===== src/source/rv_pkg.sv =====
package rv_pkg;

    typedef logic [31:0] word_t;
    typedef logic [4:0]  reg_addr_t;
    // Bit 0 enables the lowest byte of the word
    typedef logic [3:0]  byte_mask_t;

    // Major opcodes handled by the core, anything else runs as a no-op
    typedef enum logic [6:0] {
        OPC_ARITH_R = 7'b0110011,
        OPC_ARITH_I = 7'b0010011,
        OPC_BRANCH  = 7'b1100011,
        OPC_JAL     = 7'b1101111,
        OPC_JALR    = 7'b1100111,
        OPC_LOAD    = 7'b0000011,
        OPC_STORE   = 7'b0100011,
        OPC_LUI     = 7'b0110111,
        OPC_AUIPC   = 7'b0010111
    } opcode_t;

    typedef enum logic [2:0] {
        F3_ADD_SUB = 3'b000,
        F3_SLL     = 3'b001,
        F3_SLT     = 3'b010,
        F3_SLTU    = 3'b011,
        F3_XOR     = 3'b100,
        F3_SRL_SRA = 3'b101,
        F3_OR      = 3'b110,
        F3_AND     = 3'b111
    } funct3_arith_t;

    typedef enum logic [2:0] {
        F3_BEQ  = 3'b000,
        F3_BNE  = 3'b001,
        F3_BLT  = 3'b100,
        F3_BGE  = 3'b101,
        F3_BLTU = 3'b110,
        F3_BGEU = 3'b111
    } funct3_branch_t;

    // Low two bits of funct3 for loads and stores
    typedef enum logic [1:0] {
        MEM_BYTE = 2'b00,
        MEM_HALF = 2'b01,
        MEM_WORD = 2'b10
    } mem_size_t;

    typedef enum logic [1:0] {
        MEM_CMD_NONE  = 2'b00,
        MEM_CMD_LOAD  = 2'b01,
        MEM_CMD_STORE = 2'b10
    } mem_cmd_t;

    typedef enum logic [3:0] {
        ST_FETCH      = 4'b0001,
        ST_WAIT_FETCH = 4'b0010,
        ST_EXECUTE    = 4'b0100,
        ST_WAIT_MEM   = 4'b1000
    } cpu_state_t;

    // Selects SUB over ADD and SRA over SRL
    localparam logic [6:0] FUNCT7_ALT = 7'b0100000;

endpackage


===== src/source/alu.sv =====
`timescale 1ns/10ps

module alu (
    input  rv_pkg::word_t     rs1_data,
    input  rv_pkg::word_t     rs2_data,
    input  rv_pkg::word_t     imm_i,
    input  logic [2:0]        funct3,
    input  logic              funct7_alt,
    input  logic              is_arith_reg,
    input  logic              is_arith_imm,
    input  logic              is_branch,
    input  rv_pkg::reg_addr_t shamt,
    output rv_pkg::word_t     alu_result,
    output logic              branch_taken
);
    import rv_pkg::*;

    word_t      operand_b;
    word_t      diff;
    logic       borrow;
    logic       zero;
    logic       overflow;
    logic       less_signed;
    logic [4:0] shift_amount;

    assign operand_b = (is_arith_reg || is_branch) ? rs2_data : imm_i;

    // One subtractor feeds SUB, SLT, SLTU and every branch condition
    assign {borrow, diff} = {1'b0, rs1_data} - {1'b0, operand_b};
    assign zero        = (diff == '0);
    assign overflow    = (rs1_data[31] != operand_b[31]) && (diff[31] != rs1_data[31]);
    assign less_signed = diff[31] ^ overflow;

    assign shift_amount = is_arith_imm ? shamt : rs2_data[4:0];

    always_comb begin
        alu_result = '0;
        case (funct3_arith_t'(funct3))
            F3_ADD_SUB: begin
                // Only the register form has a subtract
                if (is_arith_reg && funct7_alt) begin
                    alu_result = diff;
                end else begin
                    alu_result = rs1_data + operand_b;
                end
            end
            F3_SLL:  alu_result = rs1_data << shift_amount;
            F3_SLT:  alu_result = word_t'(less_signed);
            F3_SLTU: alu_result = word_t'(borrow);
            F3_XOR:  alu_result = rs1_data ^ operand_b;
            F3_OR:   alu_result = rs1_data | operand_b;
            F3_AND:  alu_result = rs1_data & operand_b;
            F3_SRL_SRA: begin
                if (funct7_alt) begin
                    alu_result = $signed(rs1_data) >>> shift_amount;
                end else begin
                    alu_result = rs1_data >> shift_amount;
                end
            end
            default: alu_result = '0;
        endcase
    end

    always_comb begin
        branch_taken = 1'b0;
        if (is_branch) begin
            case (funct3_branch_t'(funct3))
                F3_BEQ:  branch_taken = zero;
                F3_BNE:  branch_taken = !zero;
                F3_BLT:  branch_taken = less_signed;
                F3_BGE:  branch_taken = !less_signed;
                F3_BLTU: branch_taken = borrow;
                F3_BGEU: branch_taken = !borrow;
                default: branch_taken = 1'b0;
            endcase
        end
    end

endmodule


===== src/source/core_control.sv =====
`timescale 1ns/10ps

module core_control #(
    parameter rv_pkg::word_t RESET_PC = '0
) (
    input  logic               clk_in,
    input  logic               reset_in,
    input  logic               mem_busy,
    input  logic               is_arith_reg,
    input  logic               is_arith_imm,
    input  logic               is_branch,
    input  logic               is_jal,
    input  logic               is_jalr,
    input  logic               is_lui,
    input  logic               is_auipc,
    input  logic               is_load,
    input  logic               is_store,
    input  logic               branch_taken,
    input  rv_pkg::word_t      alu_result,
    input  rv_pkg::word_t      load_result,
    input  rv_pkg::word_t      data_addr,
    input  rv_pkg::word_t      rs1_data,
    input  rv_pkg::word_t      imm_i,
    input  rv_pkg::word_t      imm_u,
    input  rv_pkg::word_t      imm_j,
    input  rv_pkg::word_t      imm_b,
    input  rv_pkg::word_t      store_wdata,
    input  rv_pkg::byte_mask_t store_wmask,
    output logic               fetch_done,
    output logic               wb_enable,
    output rv_pkg::word_t      wb_value,
    output rv_pkg::mem_cmd_t   mem_cmd,
    output rv_pkg::word_t      mem_addr,
    output rv_pkg::word_t      mem_wdata,
    output rv_pkg::byte_mask_t mem_wmask
);
    import rv_pkg::*;

    cpu_state_t state;
    word_t      pc;
    word_t      pc_next;
    // Low for the cycles in reset, holds off the first fetch command
    logic       running;
    logic       writes_rd;

    always_ff @(posedge clk_in) begin
        if (!reset_in) begin
            state   <= ST_FETCH;
            pc      <= RESET_PC;
            running <= 1'b0;
        end else begin
            running <= 1'b1;
            case (state)
                ST_FETCH: begin
                    if (running) begin
                        state <= ST_WAIT_FETCH;
                    end
                end
                ST_WAIT_FETCH: begin
                    if (!mem_busy) begin
                        state <= ST_EXECUTE;
                    end
                end
                ST_EXECUTE: begin
                    pc    <= pc_next;
                    state <= (is_load || is_store) ? ST_WAIT_MEM : ST_FETCH;
                end
                ST_WAIT_MEM: begin
                    if (!mem_busy) begin
                        state <= ST_FETCH;
                    end
                end
                default: state <= ST_FETCH;
            endcase
        end
    end

    assign fetch_done = (state == ST_WAIT_FETCH) && !mem_busy;

    always_comb begin
        pc_next = pc + 32'd4;
        if (is_jal) begin
            pc_next = pc + imm_j;
        end else if (is_jalr) begin
            pc_next = (rs1_data + imm_i) & ~32'd1;
        end else if (is_branch && branch_taken) begin
            pc_next = pc + imm_b;
        end
    end

    // Branches, stores and unknown opcodes leave writes_rd low
    always_comb begin
        wb_value  = '0;
        writes_rd = 1'b1;
        if (is_arith_reg || is_arith_imm) begin
            wb_value = alu_result;
        end else if (is_lui) begin
            wb_value = imm_u;
        end else if (is_auipc) begin
            wb_value = pc + imm_u;
        end else if (is_jal || is_jalr) begin
            wb_value = pc + 32'd4;
        end else if (is_load) begin
            wb_value = load_result;
        end else begin
            writes_rd = 1'b0;
        end
    end

    // Loads write once the data is back, everything else at the end of execute
    assign wb_enable = writes_rd &&
        (is_load ? ((state == ST_WAIT_MEM) && !mem_busy) : (state == ST_EXECUTE));

    always_comb begin
        mem_cmd = MEM_CMD_NONE;
        if ((state == ST_FETCH) && running) begin
            mem_cmd = MEM_CMD_LOAD;
        end else if ((state == ST_EXECUTE) && is_load) begin
            mem_cmd = MEM_CMD_LOAD;
        end else if ((state == ST_EXECUTE) && is_store) begin
            mem_cmd = MEM_CMD_STORE;
        end
    end

    assign mem_addr  = (state == ST_FETCH) ? pc : data_addr;
    assign mem_wdata = store_wdata;
    // Full mask for every load, instruction fetches included
    assign mem_wmask = ((state != ST_FETCH) && is_store) ? store_wmask : 4'b1111;

endmodule


===== src/source/instr_decoder.sv =====
`timescale 1ns/10ps

module instr_decoder (
    input  logic              clk_in,
    input  logic              reset_in,
    input  logic              fetch_done,
    input  rv_pkg::word_t     fetch_word,
    output rv_pkg::opcode_t   opcode,
    output logic [2:0]        funct3,
    output logic              funct7_alt,
    output rv_pkg::reg_addr_t rd,
    output rv_pkg::reg_addr_t shamt,
    output logic              is_arith_reg,
    output logic              is_arith_imm,
    output logic              is_branch,
    output logic              is_jal,
    output logic              is_jalr,
    output logic              is_lui,
    output logic              is_auipc,
    output logic              is_load,
    output logic              is_store,
    output rv_pkg::word_t     imm_i,
    output rv_pkg::word_t     imm_s,
    output rv_pkg::word_t     imm_b,
    output rv_pkg::word_t     imm_u,
    output rv_pkg::word_t     imm_j
);
    import rv_pkg::*;

    word_t instr;

    always_ff @(posedge clk_in) begin
        if (!reset_in) begin
            instr <= '0;
        end else if (fetch_done) begin
            instr <= fetch_word;
        end
    end

    // An unknown opcode matches none of the class flags below
    assign opcode     = opcode_t'(instr[6:0]);
    assign funct3     = instr[14:12];
    assign funct7_alt = (instr[31:25] == FUNCT7_ALT);
    assign rd         = instr[11:7];
    assign shamt      = instr[24:20];

    assign is_arith_reg = (opcode == OPC_ARITH_R);
    assign is_arith_imm = (opcode == OPC_ARITH_I);
    assign is_branch    = (opcode == OPC_BRANCH);
    assign is_jal       = (opcode == OPC_JAL);
    assign is_jalr      = (opcode == OPC_JALR);
    assign is_lui       = (opcode == OPC_LUI);
    assign is_auipc     = (opcode == OPC_AUIPC);
    assign is_load      = (opcode == OPC_LOAD);
    assign is_store     = (opcode == OPC_STORE);

    // All immediates take their sign from bit 31
    assign imm_i = {{21{instr[31]}}, instr[30:20]};
    assign imm_s = {{21{instr[31]}}, instr[30:25], instr[11:7]};
    assign imm_b = {{20{instr[31]}}, instr[7], instr[30:25], instr[11:8], 1'b0};
    assign imm_u = {instr[31:12], 12'b0};
    assign imm_j = {{12{instr[31]}}, instr[19:12], instr[20], instr[30:21], 1'b0};

endmodule


===== src/source/load_store_unit.sv =====
`timescale 1ns/10ps

module load_store_unit (
    input  rv_pkg::word_t      rs1_data,
    input  rv_pkg::word_t      rs2_data,
    input  rv_pkg::word_t      imm_i,
    input  rv_pkg::word_t      imm_s,
    input  logic [2:0]         funct3,
    input  logic               is_load,
    input  logic               is_store,
    input  rv_pkg::word_t      mem_rdata,
    output rv_pkg::word_t      data_addr,
    output rv_pkg::word_t      store_wdata,
    output rv_pkg::byte_mask_t store_wmask,
    output rv_pkg::word_t      load_result
);
    import rv_pkg::*;

    word_t      byte_addr;
    logic [1:0] byte_offset;
    mem_size_t  size;
    word_t      lane_word;
    logic       sign_ext;

    assign byte_addr   = rs1_data + (is_store ? imm_s : imm_i);
    assign byte_offset = byte_addr[1:0];
    assign data_addr   = {byte_addr[31:2], 2'b00};
    assign size        = mem_size_t'(funct3[1:0]);
    assign sign_ext    = !funct3[2];

    // Addressed lane moved down to bit 0
    assign lane_word = mem_rdata >> {byte_offset, 3'b000};

    always_comb begin
        store_wdata = '0;
        store_wmask = '0;
        if (is_store) begin
            case (size)
                MEM_BYTE: begin
                    store_wdata = word_t'(rs2_data[7:0]) << {byte_offset, 3'b000};
                    store_wmask = 4'b0001 << byte_offset;
                end
                MEM_HALF: begin
                    store_wdata = word_t'(rs2_data[15:0]) << {byte_offset[1], 4'b0000};
                    store_wmask = byte_offset[1] ? 4'b1100 : 4'b0011;
                end
                MEM_WORD: begin
                    store_wdata = rs2_data;
                    store_wmask = 4'b1111;
                end
                default: begin
                    store_wdata = '0;
                    store_wmask = '0;
                end
            endcase
        end
    end

    always_comb begin
        load_result = '0;
        if (is_load) begin
            case (size)
                MEM_BYTE: load_result = {{24{sign_ext & lane_word[7]}}, lane_word[7:0]};
                MEM_HALF: load_result = {{16{sign_ext & lane_word[15]}}, lane_word[15:0]};
                MEM_WORD: load_result = mem_rdata;
                default:  load_result = '0;
            endcase
        end
    end

endmodule


===== src/source/reg_file.sv =====
`timescale 1ns/10ps

module reg_file (
    input  logic              clk_in,
    input  logic              reset_in,
    input  logic              fetch_done,
    input  rv_pkg::word_t     fetch_word,
    input  logic              wb_enable,
    input  rv_pkg::reg_addr_t rd,
    input  rv_pkg::word_t     wb_value,
    output rv_pkg::word_t     rs1_data,
    output rv_pkg::word_t     rs2_data
);
    import rv_pkg::*;

    word_t regs [32];

    // x0 is never written, so it keeps its reset value of zero
    always_ff @(posedge clk_in) begin
        if (!reset_in) begin
            for (int i = 0; i < 32; i++) begin
                regs[i] <= '0;
            end
        end else if (wb_enable && (rd != '0)) begin
            regs[rd] <= wb_value;
        end
    end

    // Source indices come straight from the word arriving on the bus
    always_ff @(posedge clk_in) begin
        if (fetch_done) begin
            rs1_data <= regs[fetch_word[19:15]];
            rs2_data <= regs[fetch_word[24:20]];
        end
    end

endmodule


===== src/source/rv_core_top.sv =====
`timescale 1ns/10ps

module rv_core_top #(
    parameter rv_pkg::word_t RESET_PC = '0
) (
    input  logic               clk_in,
    input  logic               reset_in,
    output rv_pkg::mem_cmd_t   mem_cmd,
    output rv_pkg::word_t      mem_addr,
    output rv_pkg::word_t      mem_wdata,
    output rv_pkg::byte_mask_t mem_wmask,
    input  logic               mem_busy,
    input  rv_pkg::word_t      mem_rdata
);
    import rv_pkg::*;

    logic       fetch_done;
    logic       wb_enable;
    word_t      wb_value;

    logic [2:0] funct3;
    logic       funct7_alt;
    reg_addr_t  rd;
    reg_addr_t  shamt;
    logic       is_arith_reg;
    logic       is_arith_imm;
    logic       is_branch;
    logic       is_jal;
    logic       is_jalr;
    logic       is_lui;
    logic       is_auipc;
    logic       is_load;
    logic       is_store;
    word_t      imm_i, imm_s, imm_b, imm_u, imm_j;

    word_t      rs1_data, rs2_data;
    word_t      alu_result;
    logic       branch_taken;
    word_t      data_addr, store_wdata, load_result;
    byte_mask_t store_wmask;

    // The raw opcode is only kept for debug visibility
    instr_decoder decoder_i (.fetch_word(mem_rdata), .opcode(), .*);

    reg_file reg_file_i (.fetch_word(mem_rdata), .*);

    alu alu_i (.*);

    load_store_unit lsu_i (.*);

    core_control #(.RESET_PC(RESET_PC)) control_i (.*);

endmodule


===== config.mk =====
export PLATFORM = sky130hd
export DESIGN_NAME = rv_core_top
export DESIGN_NICKNAME = d
export VERILOG_FILES = /design/src/source/rv_pkg.sv /design/src/source/alu.sv /design/src/source/core_control.sv /design/src/source/instr_decoder.sv /design/src/source/load_store_unit.sv /design/src/source/reg_file.sv /design/src/source/rv_core_top.sv
export SDC_FILE = /design/constraint.sdc
export NUM_CORES = 2
export LEC_CHECK = 0
export BUFFER_PORTS_ARGS = -buffer_cell sky130_fd_sc_hd__buf_2
export CAP_MARGIN = 20
export CORE_UTILIZATION = 45
export DETAILED_ROUTE_END_ITERATION = 12
export PLACE_DENSITY_LB_ADDON = 0.1
export SETUP_SLACK_MARGIN = 0.02
export SYNTH_ARGS = -nofsm -noshare
export SYNTH_HDL_FRONTEND = slang
export SYNTH_SLANG_ARGS = --single-unit

===== constraint.sdc =====
create_clock -name clk_in -period 13.5 [get_ports clk_in]
set_clock_uncertainty 0.1 [all_clocks]
set_input_delay 0.675 -clock clk_in [delete_from_list [all_inputs] [get_ports clk_in]]
set_output_delay 0.675 -clock clk_in [all_outputs]
set_load 0.02 [all_outputs]

After elaboration in Yosys (flattened, before gate mapping)
Memory sizes are Yosys's and may differ from the RTL's. A register that Yosys moved wholly into a read port is not among the register bits.
Index checks and enable logic that the tools add are counted.

storage, ports and cells
  bits in registers = 69
  bits in writable memories = 1024
  output and inout port bits = 70
  bits of input ports = 35
  word-level logic and storage cells = 127
  memories = 1

memories
  memory           words  bits a word  rd ports  clocked after Yosys merged registers in  write ports  line            text
  reg_file_i.regs  32     32           2         2                                        32           reg_file.sv:16  word_t regs [32];

cells by class
  mux-type cells = 46
  reductions and logical operators = 26
  shift operators = 7
  eq/ne operators = 29
  add/subtract/negate cells = 8
  bitwise logic cells = 6

operators with widths
  cell                                                              number
  32-bit 2-to-1 mux                                                 14
  32-bit case mux with 8 select lines                               1
  32-bit adder                                                      6
  32-bit case mux with 3 select lines                               2
  32-bit by 32-bit subtractor with 33-bit output                    1
  32-bit by 3-bit adder with 32-bit output (second input constant)  1
  32-bit bitwise AND                                                1
  32-bit zero test                                                  1
  32-bit OR                                                         1
  32-bit OR reduction                                               1
  16-bit by 5-bit left shift with 32-bit output                     1
  32-bit by 5-bit left shift with 32-bit output                     1
  8-bit by 5-bit left shift with 32-bit output                      1
  32-bit by 5-bit >> shifter with 16-bit output                     1
  32-bit by 5-bit >> shifter with 32-bit output                     1
  32-bit by 5-bit >>> shifter with 32-bit output                    1
  32-bit bitwise XOR                                                1
  7-bit by 6-bit == test with 1-bit output (second input constant)  4
  4-bit 2-to-1 mux                                                  7
  7-bit == test (second input constant)                             3
  4-bit case mux with 4 select lines                                1
  5-bit 2-to-1 mux                                                  3
  7-bit by 5-bit == test with 1-bit output (second input constant)  2
  1-bit 2-to-1 mux                                                  13
  other kinds (27)                                                  53

Longest topological paths before layout
  word-level depth = 14
  depth in mapped cells = 32
  depth with buffers taken out = 28

By module
A second synthesis with hierarchy kept.

second synthesis, totals
  cell total of the unflattened synthesis = 8517
  area, all modules = 83920.5 µm²

by module, submodules not included
  module           seq. area each (µm²)  area an instance (µm²)  cells each  instances
  reg_file         32671.3               57650.3                 4673        1
  core_control     740.7                 11267.1                 1604        1
  alu              0.0                   9272.6                  1494        1
  load_store_unit  0.0                   3301.9                  477         1
  instr_decoder    640.6                 2428.6                  269         1

Worst setup path after synthesis
No wires, ideal clock.

  path kind = flip-flop to flip-flop
  start = register decoder_i.instr[3]
  end = register control_i.pc[14]
  library setup time = 96 ps
  setup slack = 6062 ps
  cell stages (with the launch flop) = 31
  data required time = 13304 ps
  path buffers = 3
  clock period less this slack = 7438 ps
  arrival time = 7243 ps
  cell sequence = dfxtp_1 nand3b_1 or3b_2 a21oi_1 clkbuf_1 mux2_2 inv_1 ha_1 clkbuf_1 nor4_1 nand2_1 a211oi_2 o21ai_0 a21oi_1 o41ai_1 o21bai_1 a21oi_1 fa_1 nand2_1 a2111oi_0 o2111ai_1 nor4_1 nand4_1 or4_4 nor4_4 nand3_1 and3_1 buf_6 nor4_4 a211oi_1 o41ai_2

between the ends
  longest elaborated chain between the ends = 14
  elaborated cells between the ends (all ways) = 21
  those cells by class = add/sub: 1; eq/ne: 6; mux: 6; bitwise: 1; reduce/logical: 7

ends and longest elaborated chain
  element                                                                    line                                      text
  from (decl)                                                                instr_decoder.sv:30                       word_t instr;
  from (signal assigned)                                                     instr_decoder.sv:36                       instr <= fetch_word;
  7-bit by 6-bit == test with 1-bit output or 7-bit == test (tied branches)  instr_decoder.sv:47, instr_decoder.sv:49
  1-bit logical OR                                                           alu.sv:26                                 assign operand_b = (is_arith_reg || is_branch) ? rs2_data : imm_i;
  32-bit 2-to-1 mux                                                          alu.sv:26
  32-bit by 32-bit subtractor with 33-bit output                             alu.sv:29                                 assign {borrow, diff} = {1'b0, rs1_data} - {1'b0, operand_b};
  1-bit inequality test                                                      alu.sv:31                                 assign overflow = (rs1_data[31] != operand_b[31]) && (diff[31] != rs1_data[31]);
  1-bit logical AND                                                          alu.sv:31
  1-bit bitwise XOR                                                          alu.sv:32                                 assign less_signed = diff[31] ^ overflow;
  1-bit zero test                                                            alu.sv:71                                 F3_BGE: branch_taken = !less_signed;
  1-bit case mux with 6 select lines                                         alu.sv:67                                 case (funct3_branch_t'(funct3))
  1-bit 2-to-1 mux                                                           alu.sv:66                                 if (is_branch) begin
  1-bit logical AND                                                          core_control.sv:86                        end else if (is_branch && branch_taken) begin
  32-bit 2-to-1 mux                                                          core_control.sv:86
  32-bit 2-to-1 mux                                                          core_control.sv:84                        end else if (is_jalr) begin
  32-bit 2-to-1 mux (*)                                                      core_control.sv:82                        if (is_jal) begin
  to (signal assigned)                                                       core_control.sv:65                        pc <= pc_next;
  to (decl)                                                                  core_control.sv:40                        word_t pc;

Mark *: on every way between the ends. The rest lies on a longest branch, timed or not.
A chain may end at the register's enable or synchronous reset.

Worst setup path after layout
Ends and elaborated chain as after synthesis.

==> flow_summary.ini <==
[status]
status = completed

[synth]
synth_cell_types = 88
ys_ff_latch = 1156
syn_inst = 6454
netlist_area_um2 = 74500
seq_area_frac_synth_pct = 45.7
async_reset_ff_share_pct = 0
yosys_warnings = 0
syn_area_per_cell_um2 = 11.5
synth_edf_count = 1088
synth-main-ff-cell = edfxtp_1

[power]
pwr-share-clk_pct = 41.2
power_switching_mw = 2.29
p_sw_share_pct = 25.9
finalPower_mw = 8.86
power.density_nw_per_um2 = 108
vdd.ir_drop.worst_mv = 0.122
seqPwrFrac_pct = 46.8
p_leak_nw = 27.6
internal-power_mw = 6.56
p_comb_share_pct = 12.0

[global_routing]
grt_pass1_wl_mm = 443
grt_max_degree = 119
antenna_found_initial = 30
grt_pass1_vias = 56900
grt_overflow = 0
grt_usage_pct = 37.8

[min_path]
min_path_type = in -> reg

[floorplan]
core_area_um2 = 164000
initial_core_util_pct = 45.6
die_x_um = 409
die-area_um2 = 167000
die_h_um = 409
rows = 148
io_pins = 105

[clock_tree]
numCtsBuffers = 135
cts_hold_buf = 0
cts_setup_buffers = 0
clk_pin_slew_ns = 0.06
cts_root_buffer = clkbuf_16
clock-sinks = 1156
ctsResizeCount = 0
htreeDepth = 4
clockBufferDepth = 3
cts_tree = yes
clk_latency_ns = 0.80

[placement]
gp_congestion = 1.05
io_buffers = 103
dp_hpwl_mm = 209

[critical_path]
crit_top_cell = nand2_1
critPathMaxFanout = 35
crit_type = reg -> reg
critPathLaunchType = flip-flop
cp-end-kind = flip-flop
critPathArrivalTime_ns = 10.81
cpMaxStageDelayCell = a2111oi_0
crit_required_ns = 14.08
max_stage_delay_ns = 0.85

[drt]
viasPerCell = 6.91
drt_iter0_markers = 8413
wl_per_cell_um = 37.2
ant_nets = 0
drc = 0
routed_wl_mm = 321
vias = 59700
first_pass_iters = 8

[timing]
worstMarginPinSlew_ns = 1.29
setup_viol_count_final = 0
rsz0062_at_grt = no
fmax_mhz = 97.8
hold_viol_final = 0
max_slew_margin_pct = 13.9
period_share_pct = 75.8
drv_slew = 0
fin_tns_setup_ns = 0
fin_crit_ns = 10.23

[layout]
nets = 6583
num-fill-cells = 14500
drive_above_1_share_pct = 21.5
area_growth_syn_to_layout_pct = 10.2

[flow_run]
drv_cap = 0
[cells in the final DEF (no fill, tap or decap), types with 21 or more instances in the layout]
master and count:
mux4_2 663, a211oi_1 49, nor3_1 100, o21ai_0 342, clkinv_1 36, nor2b_1 37, a22oi_1 38, nand3_1 67
nand2_2 61, nor2_1 1258, conb_1 33, o211ai_1 43, and2_1 21, xor2_1 52, o221ai_1 21, a31oi_1 41
dfxtp_1 66, a21oi_1 370, ha_1 186, inv_1 137, nand2b_1 27, and3_1 32, a221oi_1 41, o22ai_1 26
mux2i_1 78, xnor2_1 140, clkbuf_1 24, nand2_1 346, edfxtp_1 1088, o21bai_1 32, buf_2 95, a21o_1 85
mux2_2 85, buf_4 210, clkbuf_16 137
[stage by stage]
step	setup slack [ns]	std cells	utilization, %	instance area, µm²	hold slack (ns)
6_report	3.27	8633	50.2	82100	0.0682
2_1_floorplan	6.06	6486	-	74700	0.350
3_5_place_dp	3.62	8388	47.6	77800	0.376
5_1_grt	2.93	8631	50.2	82100	0.0736
3_3_place_gp	3.94	8387	47.6	77800	0.368
4_1_cts	3.56	8627	50.2	82100	0.0468
[worst paths after layout]
path,from,end,slack (ns),cells after the start
worst min-delay path,mem_rdata[5],decoder_i.instr[5],0.07,3
worst max register to register,decoder_i.instr[3],control_i.pc[14],3.27,30
worst min register to register,decoder_i.instr[3],decoder_i.instr[3],0.39,2
worst max-delay path,decoder_i.instr[3],control_i.pc[14],3.27,30
[area by class of cell]
| type | count | area [µm²] | area share (%) |
|---|---|---|---|
| Clock inverter | 77 | 761 | 0.926 |
| Tap cell | 2175 | 2720 | 3.31 |
| Antenna cell | 2 | 5.00 | 0.00609 |
| Multi-Input combinational cell | 4606 | 38300 | 46.7 |
| Inverter | 139 | 527 | 0.641 |
| Sequential cell | 1156 | 34000 | 41.4 |
| Clock buffer | 162 | 3530 | 4.30 |
| Timing Repair Buffer | 316 | 2230 | 2.72 |
[state kept, by name, indices dropped and copies added, names as in the netlist]
name / count
reg_file_i.regs: 1024
control_i.pc: 31
reg_file_i.rs2_data: 32
control_i.running: 1
decoder_i.instr: 32
reg_file_i.rs1_data: 32
control_i.state: 4
[cell usage after synthesis, types with 32 or more instances]
cell      count  area, µm²
inv_1       139        522
a211oi_1     53        398
mux2_2       85        957
xor2_1       52        455
a21oi_1     379       1900
a31oi_1      44        275
and3_1       32        200
buf_2        73        365
a221oi_1     43        377
nor3_1      104        521
dfxtp_1      68       1360
nor2_1     1266       4750
a22oi_1      38        285
xnor2_1     140       1230
buf_1        65        244
edfxtp_1   1088      32700
ha_1        186       2330
mux2i_1      83        831
o21ai_0     342       1710
mux4_2      663      14900
o211ai_1     43        323
nand3_1      67        335
clkbuf_1    440       1650
nand2_1     408       1530
nor2b_1      37        231
a21o_1       85        638
o21bai_1     32        240
[worst max-delay path: cells and delay by family, from the launching register on]
family	cells	cell delay, ns
DFF	1	0.33
AOI/OAI and AO/OA	13	3.72
and+or+nand+nor	12	4.13
buffers and inverters	3	0.86
adders and majority gates	2	0.90
[metal layers]
| metal | global-route usage (%) | up-vias | routed length (µm) |
|---|---|---|---|
| met1 | 49.4 | 30300 | 119000 |
| met2 | 58.1 | 4153 | 145000 |
| met4 | 21.8 | 18 | 21600 |
| met3 | 8.24 | 895 | 34800 |
| met5 | 0 | - | 155 |
| li1 | - | 24300 | - |
[power groups by stage]
stage / logic (mW) / clock network [mW] / registers [mW]
2_1_floorplan: 0.647 / 0 / 4.19
3_3_place_gp: 1.04 / 0 / 4.21
3_5_place_dp: 1.04 / 0 / 4.22
4_1_cts: 1.04 / 3.68 / 4.14
5_1_grt: 1.09 / 3.80 / 4.16
6_report: 1.06 / 3.65 / 4.15
[kinds of logic after synthesis]
kind of cell	Yosys count	share of synthesized area [%]
AND/OR/NAND/NOR	2081	11.7
XOR/XNOR	192	2.26
multiplexers	831	22.4
adder cells (fa/ha/maj)	194	3.34
other	1	0.00503
AO/OA/AOI/OAI	1275	10.8
buffers and inverters	724	3.82
flip-flops	1156	45.7
Note: power is estimated with default switching activity, not from simulation.
